File: config.mk
export PLATFORM = sky130hd
export DESIGN_NAME = conv_top
export DESIGN_NICKNAME = d
export VERILOG_FILES = /design/src/hw/conv_pkg.sv /design/src/hw/conv_mac_requant.sv /design/src/hw/conv_top.sv /design/src/hw/conv_window_fetch.sv /design/src/hw/conv_window_fifo.sv
export VERILOG_INCLUDE_DIRS = /design/src /design/src/include
export SDC_FILE = /design/constraint.sdc
export NUM_CORES = 2
export LEC_CHECK = 0
export BUFFER_PORTS_ARGS = -buffer_cell sky130_fd_sc_hd__buf_4
export CAP_MARGIN = 20
export CORE_AREA = 2 2 378 230
export DETAILED_ROUTE_END_ITERATION = 7
export DIE_AREA = 0 0 380 232
export PLACE_DENSITY = 0.85
export SLEW_MARGIN = 20
export SYNTH_ARGS = -nofsm -noshare
export SYNTH_HDL_FRONTEND = slang
export SYNTH_HIERARCHICAL = 1
export SYNTH_SLANG_ARGS = --single-unit
File: constraint.sdc
create_clock -name clk -period 8 [get_ports clk]
set_input_delay 1.6 -clock clk [delete_from_list [all_inputs] [get_ports clk]]
set_output_delay 1.6 -clock clk [all_outputs]
set_load 0.005 [all_outputs]
File: src/include/conv_defines.svh
`ifndef CONV_DEFINES_SVH
`define CONV_DEFINES_SVH

// pixel and weight width
`define CONV_PIX_W 8

`define CONV_TAPS 9

// products, bias and running sum
`define CONV_ACC_W 16

// requantize shift
`define CONV_SHIFT 5

// image side up to 31
`define CONV_ROW_W 5
`define CONV_ADDR_W 10

// windows buffered between fetch and mac
`define CONV_FIFO_DEPTH 4

`endif

File: src/hw/conv_pkg.sv
`include "conv_defines.svh"

package conv_pkg;

	typedef logic signed [`CONV_PIX_W-1:0] pixel_t;
	typedef logic signed [`CONV_ACC_W-1:0] acc_t;

	// image side or coordinate
	typedef logic [`CONV_ROW_W-1:0] row_t;

	// pixel index, r * side + c
	typedef logic [`CONV_ADDR_W-1:0] addr_t;

	// tap 0 in the low byte, row-major
	typedef logic [`CONV_TAPS*`CONV_PIX_W-1:0] window_t;

	// four entries, entry 0 in the low byte
	typedef logic [4*`CONV_PIX_W-1:0] codebook_t;

	// 2-bit codebook index per tap
	typedef logic [2*`CONV_TAPS-1:0] widx_t;

	typedef enum logic [1:0] {
		fetch_idle,
		fetch_room,
		fetch_load,
		fetch_done
	} fetch_state_t;

endpackage

File: src/hw/conv_mac_requant.sv
`timescale 1ns/10ps

`include "conv_defines.svh"

module conv_mac_requant import conv_pkg::*; (
	input  logic      clk,
	input  logic      rst,
	input  logic      start,
	input  row_t      num_row,
	input  acc_t      bias,
	input  codebook_t w8,
	input  widx_t     weight_idx,
	input  logic      fifo_empty,
	output logic      win_pop,
	input  window_t   win_q,
	output logic      output_en,
	output addr_t     output_addr,
	output pixel_t    output_wdata,
	output logic      finish
);

	localparam int W = `CONV_PIX_W;
	localparam int TAPS = `CONV_TAPS;
	localparam acc_t PIX_MAX = acc_t'((1 << (W - 1)) - 1);
	localparam acc_t PIX_MIN = acc_t'(-(1 << (W - 1)));

	pixel_t weight [TAPS];
	acc_t prod [TAPS];
	acc_t bias_q;
	row_t num_row_q;
	addr_t total;

	logic pop_d;
	logic prod_v;

	acc_t sum;
	acc_t shifted;
	pixel_t clamped;

	// take a window whenever one is waiting
	assign win_pop = !fifo_empty;

	assign total = addr_t'(num_row_q) * addr_t'(num_row_q);

	// job setup, weights looked up once per start
	always_ff @(posedge clk) begin
		if (start) begin
			bias_q <= bias;
			num_row_q <= num_row;
			for (int t = 0; t < TAPS; t++) begin
				weight[t] <= w8[weight_idx[2*t +: 2]*W +: W];
			end
		end
	end

	always_comb begin
		sum = bias_q;
		for (int t = 0; t < TAPS; t++) begin
			sum = sum + prod[t];
		end
		// floor shift, then saturate to 8 bits
		shifted = sum >>> `CONV_SHIFT;
		if (shifted > PIX_MAX)
			clamped = pixel_t'(PIX_MAX);
		else if (shifted < PIX_MIN)
			clamped = pixel_t'(PIX_MIN);
		else
			clamped = pixel_t'(shifted);
	end

	// stage one products, stage two requantized result
	always_ff @(posedge clk) begin
		if (pop_d) begin
			for (int t = 0; t < TAPS; t++) begin
				prod[t] <= pixel_t'(win_q[t*W +: W]) * weight[t];
			end
		end
		if (prod_v)
			output_wdata <= clamped;
	end

	always_ff @(posedge clk or negedge rst) begin
		if (!rst) begin
			pop_d <= 1'b0;
			prod_v <= 1'b0;
			output_en <= 1'b0;
		end else begin
			pop_d <= win_pop;
			prod_v <= pop_d;
			output_en <= prod_v;
		end
	end

	// address doubles as the write count
	always_ff @(posedge clk or negedge rst) begin
		if (!rst) begin
			output_addr <= '0;
			finish <= 1'b0;
		end else if (start) begin
			output_addr <= '0;
			finish <= 1'b0;
		end else if (output_en) begin
			output_addr <= output_addr + addr_t'(1);
			if (output_addr == total - addr_t'(1))
				finish <= 1'b1;
		end
	end

	assert property (@(posedge clk) disable iff (!rst) output_en |-> output_addr < total);

endmodule

File: src/hw/conv_top.sv
`timescale 1ns/10ps

module conv_top import conv_pkg::*; (
	input  logic      clk,
	input  logic      rst,
	input  logic      start,
	input  row_t      num_row,
	input  acc_t      bias,
	input  codebook_t w8,
	input  widx_t     weight_idx,

	output logic      input_en,
	output addr_t     input_addr,
	input  pixel_t    input_rdata,

	output logic      output_en,
	output addr_t     output_addr,
	output pixel_t    output_wdata,

	output logic      finish
);

	logic    win_push;
	window_t win_data;
	logic    fifo_full;
	logic    fifo_empty;
	logic    win_pop;
	window_t win_q;

	// producer, walks positions and gathers windows
	conv_window_fetch fetch_i (
		.clk         (clk),
		.rst         (rst),
		.start       (start),
		.num_row     (num_row),
		.input_en    (input_en),
		.input_addr  (input_addr),
		.input_rdata (input_rdata),
		.fifo_full   (fifo_full),
		.win_push    (win_push),
		.win_data    (win_data)
	);

	conv_window_fifo fifo_i (
		.clk        (clk),
		.rst        (rst),
		.win_push   (win_push),
		.win_data   (win_data),
		.win_pop    (win_pop),
		.win_q      (win_q),
		.fifo_full  (fifo_full),
		.fifo_empty (fifo_empty)
	);

	// consumer, three cycles from pop to write
	conv_mac_requant mac_i (
		.clk          (clk),
		.rst          (rst),
		.start        (start),
		.num_row      (num_row),
		.bias         (bias),
		.w8           (w8),
		.weight_idx   (weight_idx),
		.fifo_empty   (fifo_empty),
		.win_pop      (win_pop),
		.win_q        (win_q),
		.output_en    (output_en),
		.output_addr  (output_addr),
		.output_wdata (output_wdata),
		.finish       (finish)
	);

endmodule

File: src/hw/conv_window_fetch.sv
`timescale 1ns/10ps

`include "conv_defines.svh"

module conv_window_fetch import conv_pkg::*; (
	input  logic    clk,
	input  logic    rst,
	input  logic    start,
	input  row_t    num_row,
	output logic    input_en,
	output addr_t   input_addr,
	input  pixel_t  input_rdata,
	input  logic    fifo_full,
	output logic    win_push,
	output window_t win_data
);

	localparam int W = `CONV_PIX_W;
	localparam int ROW_BITS = 3 * W;

	fetch_state_t state;
	row_t num_row_q;
	row_t row_cnt;
	row_t col_cnt;
	logic [1:0] tap_r;
	logic [1:0] tap_c;
	logic sweep_done;
	logic pend;
	logic [3:0] pend_tap;
	window_t win;

	row_t img_r;
	row_t img_c;
	logic tap_in;
	logic first_col;
	logic last_tap;
	logic last_col;
	logic last_row;
	logic load_go;

	// image coordinate of the current tap wraps to 31 above or left of the image
	assign img_r = row_cnt + row_t'(tap_r) - row_t'(1);
	assign img_c = col_cnt + row_t'(tap_c) - row_t'(1);

	// side is at most 31 so the wrapped value always fails this
	assign tap_in = (img_r < num_row_q) && (img_c < num_row_q);

	assign first_col = col_cnt == '0;
	assign last_tap = (tap_r == 2'd2) && (tap_c == 2'd2);
	assign last_col = col_cnt == num_row_q - row_t'(1);
	assign last_row = row_cnt == num_row_q - row_t'(1);
	assign load_go = (state == fetch_room) && !fifo_full && !start;

	assign input_en = (state == fetch_load) && !sweep_done && tap_in;
	assign input_addr = addr_t'(img_r) * addr_t'(num_row_q) + addr_t'(img_c);

	// push once the last read has landed in the window
	assign win_push = (state == fetch_load) && sweep_done && !pend;
	assign win_data = win;

	always_ff @(posedge clk or negedge rst) begin
		if (!rst) begin
			state <= fetch_idle;
			num_row_q <= '0;
			row_cnt <= '0;
			col_cnt <= '0;
			tap_r <= '0;
			tap_c <= '0;
			sweep_done <= 1'b0;
			pend <= 1'b0;
		end else if (start) begin
			state <= fetch_room;
			num_row_q <= num_row;
			row_cnt <= '0;
			col_cnt <= '0;
			sweep_done <= 1'b0;
			pend <= 1'b0;
		end else begin
			pend <= input_en;
			case (state)
				fetch_room: begin
					if (!fifo_full) begin
						state <= fetch_load;
						tap_r <= '0;
						tap_c <= first_col ? 2'd0 : 2'd2;
						sweep_done <= 1'b0;
					end
				end
				fetch_load: begin
					if (!sweep_done) begin
						if (last_tap) begin
							sweep_done <= 1'b1;
						end else if (tap_c == 2'd2) begin
							tap_r <= tap_r + 2'd1;
							tap_c <= first_col ? 2'd0 : 2'd2;
						end else begin
							tap_c <= tap_c + 2'd1;
						end
					end else if (!pend) begin
						// window pushed this cycle so step to the next position
						if (last_col) begin
							col_cnt <= '0;
							if (last_row) begin
								state <= fetch_done;
							end else begin
								row_cnt <= row_cnt + row_t'(1);
								state <= fetch_room;
							end
						end else begin
							col_cnt <= col_cnt + row_t'(1);
							state <= fetch_room;
						end
					end
				end
				default: state <= state;
			endcase
		end
	end

	always_ff @(posedge clk) begin
		if (load_go) begin
			if (first_col) begin
				win <= '0;
			end else begin
				// slide left and start the new right column as padding
				for (int r = 0; r < 3; r++) begin
					win[r*ROW_BITS +: ROW_BITS] <= {{W{1'b0}}, win[r*ROW_BITS + W +: 2*W]};
				end
			end
		end else if (pend) begin
			win[pend_tap*W +: W] <= input_rdata;
		end
		if (input_en) begin
			pend_tap <= {tap_r, 1'b0} + tap_r + tap_c;
		end
	end

	// reads stay inside the image
	assert property (@(posedge clk) disable iff (!rst)
		input_en |-> input_addr < addr_t'(num_row_q) * addr_t'(num_row_q));

endmodule

File: src/hw/conv_window_fifo.sv
`timescale 1ns/10ps

`include "conv_defines.svh"

module conv_window_fifo import conv_pkg::*; (
	input  logic    clk,
	input  logic    rst,
	input  logic    win_push,
	input  window_t win_data,
	input  logic    win_pop,
	output window_t win_q,
	output logic    fifo_full,
	output logic    fifo_empty
);

	localparam int DEPTH = `CONV_FIFO_DEPTH;
	localparam int PTR_W = $clog2(DEPTH);

	window_t mem [DEPTH];
	logic [PTR_W-1:0] wr_ptr;
	logic [PTR_W-1:0] rd_ptr;
	logic [PTR_W:0] count;

	function automatic logic [PTR_W-1:0] ptr_next(input logic [PTR_W-1:0] p);
		return (p == PTR_W'(DEPTH - 1)) ? '0 : p + 1'b1;
	endfunction

	assign fifo_full = count == (PTR_W + 1)'(DEPTH);
	assign fifo_empty = count == '0;

	always_ff @(posedge clk or negedge rst) begin
		if (!rst) begin
			wr_ptr <= '0;
			rd_ptr <= '0;
			count <= '0;
		end else begin
			if (win_push)
				wr_ptr <= ptr_next(wr_ptr);
			if (win_pop)
				rd_ptr <= ptr_next(rd_ptr);
			case ({win_push, win_pop})
				2'b10: count <= count + 1'b1;
				2'b01: count <= count - 1'b1;
				default: count <= count;
			endcase
		end
	end

	// registered read, data one cycle after the pop
	always_ff @(posedge clk) begin
		if (win_push)
			mem[wr_ptr] <= win_data;
		if (win_pop)
			win_q <= mem[rd_ptr];
	end

	assert property (@(posedge clk) disable iff (!rst) fifo_full |-> !win_push);
	assert property (@(posedge clk) disable iff (!rst) fifo_empty |-> !win_pop);

endmodule

==> impl_metrics.json <==
{
  "synth_cell_types": 71,
  "arrival_ns": 5.83,
  "synthSimpleGateAreaFrac": 0.0951,
  "die_y_microns": 232,
  "r2r-end": "mac_i/prod[0][94]",
  "grt_pass1_vias": 34600,
  "ff2ff_setup_slack_ns": 2.23,
  "fin_crit_ns": 7.43,
  "hpwl_microns": 101000,
  "num_rows": 83,
  "ios": 113,
  "synth_top_cell_area_share": 0.374,
  "max_freq_ghz": 0.135,
  "critPathMaxFanout": 6,
  "via_count": 33700,
  "slowest_stage": "fa_1",
  "ant_nets": 0,
  "cts_hold_repair.buffers": 0,
  "portBuffers": 112,
  "synth_area_sq_mm": 0.0548,
  "critPathKind": "reg -> out",
  "routed_via_density": 5.99,
  "async_flop_share": 0.0607,
  "synth_compound_area_frac": 0.0412,
  "cts_root_buf": "clkbuf_16",
  "drtIter0Drc": 3976,
  "worstSetupStartpointType": "flop",
  "max-cap-violations": 0,
  "grt_pass1_wl_microns": 206000,
  "drive_above_1_share": 0.0897,
  "critPathRequiredTime_ns": 6.40,
  "firstDrtPassIters": 6,
  "synth_top_family_by_area": "adder cells",
  "dp_slack_ns": 1.31,
  "synth_mux_area_frac": 0.0630,
  "wl_per_cell_microns": 23.7,
  "worstHoldPathType": "reg -> reg",
  "min_path_cells": 1,
  "die_w_microns": 380,
  "synth_area_leaders": "edfxtp_1, fa_1, ha_1",
  "ys_seq_elements": 725,
  "cts_tree": "yes",
  "synth_area_per_cell_sq_um": 12.7,
  "areaGrowthSynthToFinish_pct": 7.84,
  "synth_warnings": 6,
  "synth-xor-area-share": 0.0330,
  "path_cells": "inv_1, ha_1, inv_1, ha_1, fa_1, xor2_1, nand2_1, fa_1, inv_1, fa_1, inv_1, fa_1, inv_1, ha_1, a21oi_1, nor2b_1, o21a_1, o41a_1, xor2_1, buf_4",
  "antenna_found_initial": 7,
  "worst_slack_ns": 0.570,
  "hold_viol": 0,
  "skew_ns": 0.0296,
  "setup_viol": 0,
  "crit_path_end": "input_addr[9]",
  "clock_latency_ns": 0.67,
  "ctsResizeCount": 0,
  "ys.flop_type": "edfxtp_1",
  "cp-end-kind": "output port",
  "rsz0062_at_grt": "no",
  "tns_ns": 0,
  "overflow": 0,
  "crit_top_cell": "inv_1",
  "cts.htree.levels": 3,
  "clkSlewWorstSetupHoldPaths_ns": 0.07,
  "synth_edf_count": 681,
  "synth_fa_ha_area_frac": 0.311,
  "outcome": "complete, no violations",
  "crit_start": "fetch_i/tap_r[1]",
  "slowest_delay_ns": 0.55,
  "dieArea_sq_mm": 0.0882,
  "coreArea_sq_mm": 0.0847,
  "reg2reg_depth": 16,
  "final-max-slew-violation-count": 0,
  "worstMarginPinSlew_ns": 1.14,
  "grt_max_degree": 115,
  "postSynthCellCount": 4304,
  "post-cts-setup-buffers": 0,
  "routed_wl_microns": 133000,
  "drcViolationCount": 0,
  "nets": 5497,
  "cts_inserted_buffers": 68,
  "period_share": 0.929,
  "initial_core_util": 0.646,
  "grtUsageTotal": 0.312,
  "synth_nets": 5370,
  "r2r_start": "mac_i/weight[2][10]",
  "cts.sinks": 725,
  "gp_congestion": 0.970,
  "relSlewSlack": 0.228,
  "synth.largest_area_cell": "edfxtp_1",
  "ys_seq_area_frac": 0.394,
  "clk_path_buf_depth": 3
}
## through the flow
| step | cells | util | instance area, sq um | hold slack [ns] |
|---|---|---|---|---|
| after floorplan | 4304 | - | 54800 | 0.457 |
| after global placement | 5507 | 0.670 | 56800 | 0.479 |
| after detailed placement | 5507 | 0.670 | 56800 | 0.483 |
| after CTS | 5630 | 0.696 | 59000 | 0.492 |
| after global routing | 5631 | 0.697 | 59000 | 0.520 |
| final | 5633 | 0.697 | 59000 | 0.497 |
## cell usage after synthesis (50+ instances only)
library cell and n:
a21oi_1 58, nand2b_1 74, ha_1 353, edfxtp_1 681
and2_1 371, fa_1 631, inv_1 823, a22o_1 50
o21ai_0 86, mux4_2 144, nand2_1 278, xnor2_1 165
nor2_1 138
## layout make-up
class | count | area (sq um)
multi-input combinational | 2687 | 29800
fill | 5591 | 25700
sequential | 725 | 21600
inverter | 824 | 3090
clock buffer | 79 | 1750
tap | 1147 | 1440
timing repair buffer | 125 | 963
clock inverter | 44 | 438
antenna | 2 | 5.00
## cells by family (layout without fill, tap and decap cells)
kind of cell	after synthesis	in the layout
adders and majority gates	984	984
xor gates and xnor gates	203	203
and+or+nand+nor	1007	1007
other	0	2
DFF	725	725
muxes	164	164
buffers and inverters	892	1072
AOI/OAI and AO/OA	329	329
## state kept, by name, summed over array words and instances, names as in the netlist, 2 cells and up
register / cells
fetch_i/pend_tap: 4
fifo_i/count: 3
fetch_i/tap_c: 2
fetch_i/win_data: 72
fifo_i/wr_ptr: 2
mac_i/output_addr: 10
fetch_i/state: 2
mac_i/weight: 72
mac_i/num_row_q: 5
mac_i/bias_q: 16
mac_i/prod: 144
fifo_i/mem: 288
mac_i/output_wdata: 8
fetch_i/col_cnt: 5
fetch_i/num_row_q: 5
fifo_i/win_q: 72
fifo_i/rd_ptr: 2
fetch_i/row_cnt: 5
fetch_i/tap_r: 2
## cell usage in the layout, fill, tap and decap left out, types with 123 or more instances in the layout
cell and n:
mux4_2 144, and2_1 367, ha_1 353, nor2_1 137, inv_1 822, fa_1 631
nand2_1 278, buf_4 123, xnor2_1 165, edfxtp_1 681
## routing by layer
layer | track usage | wire length, microns | share of wire | vias up
met5 | 0 | 0 | 0 | -
met4 | 0.101 | 4300 | 0.032 | 0
met3 | 0.108 | 18700 | 0.14 | 244
met2 | 0.443 | 57000 | 0.43 | 1977
met1 | 0.455 | 53400 | 0.40 | 17000
li1 | - | - | - | 14500
## worst max-delay path: cells and delay by family (launching register included)
kind,cells,cell delay (ns)
compound gates,3,0.75
xor+xnor,2,0.60
fa+ha+maj,7,2.72
buf+inv,6,0.43
flops,1,0.43
simple gates,2,0.22
## worst min path at each step
stage	from	end	slack (ns)
floorplan	fifo_i/count[2]	fifo_i/count[2]	0.46
global placement	fifo_i/count[2]	fifo_i/count[2]	0.48
detailed placement	fifo_i/count[2]	fifo_i/count[2]	0.48
CTS	fifo_i/count[2]	fifo_i/count[2]	0.49
global route	fetch_i/win_data[0]	fifo_i/mem[1][0]	0.52
finish	fifo_i/count[2]	fifo_i/count[2]	0.50
Power is not shown: default switching activity piles up to over one toggle a cycle in this logic, so the estimate is an artifact.
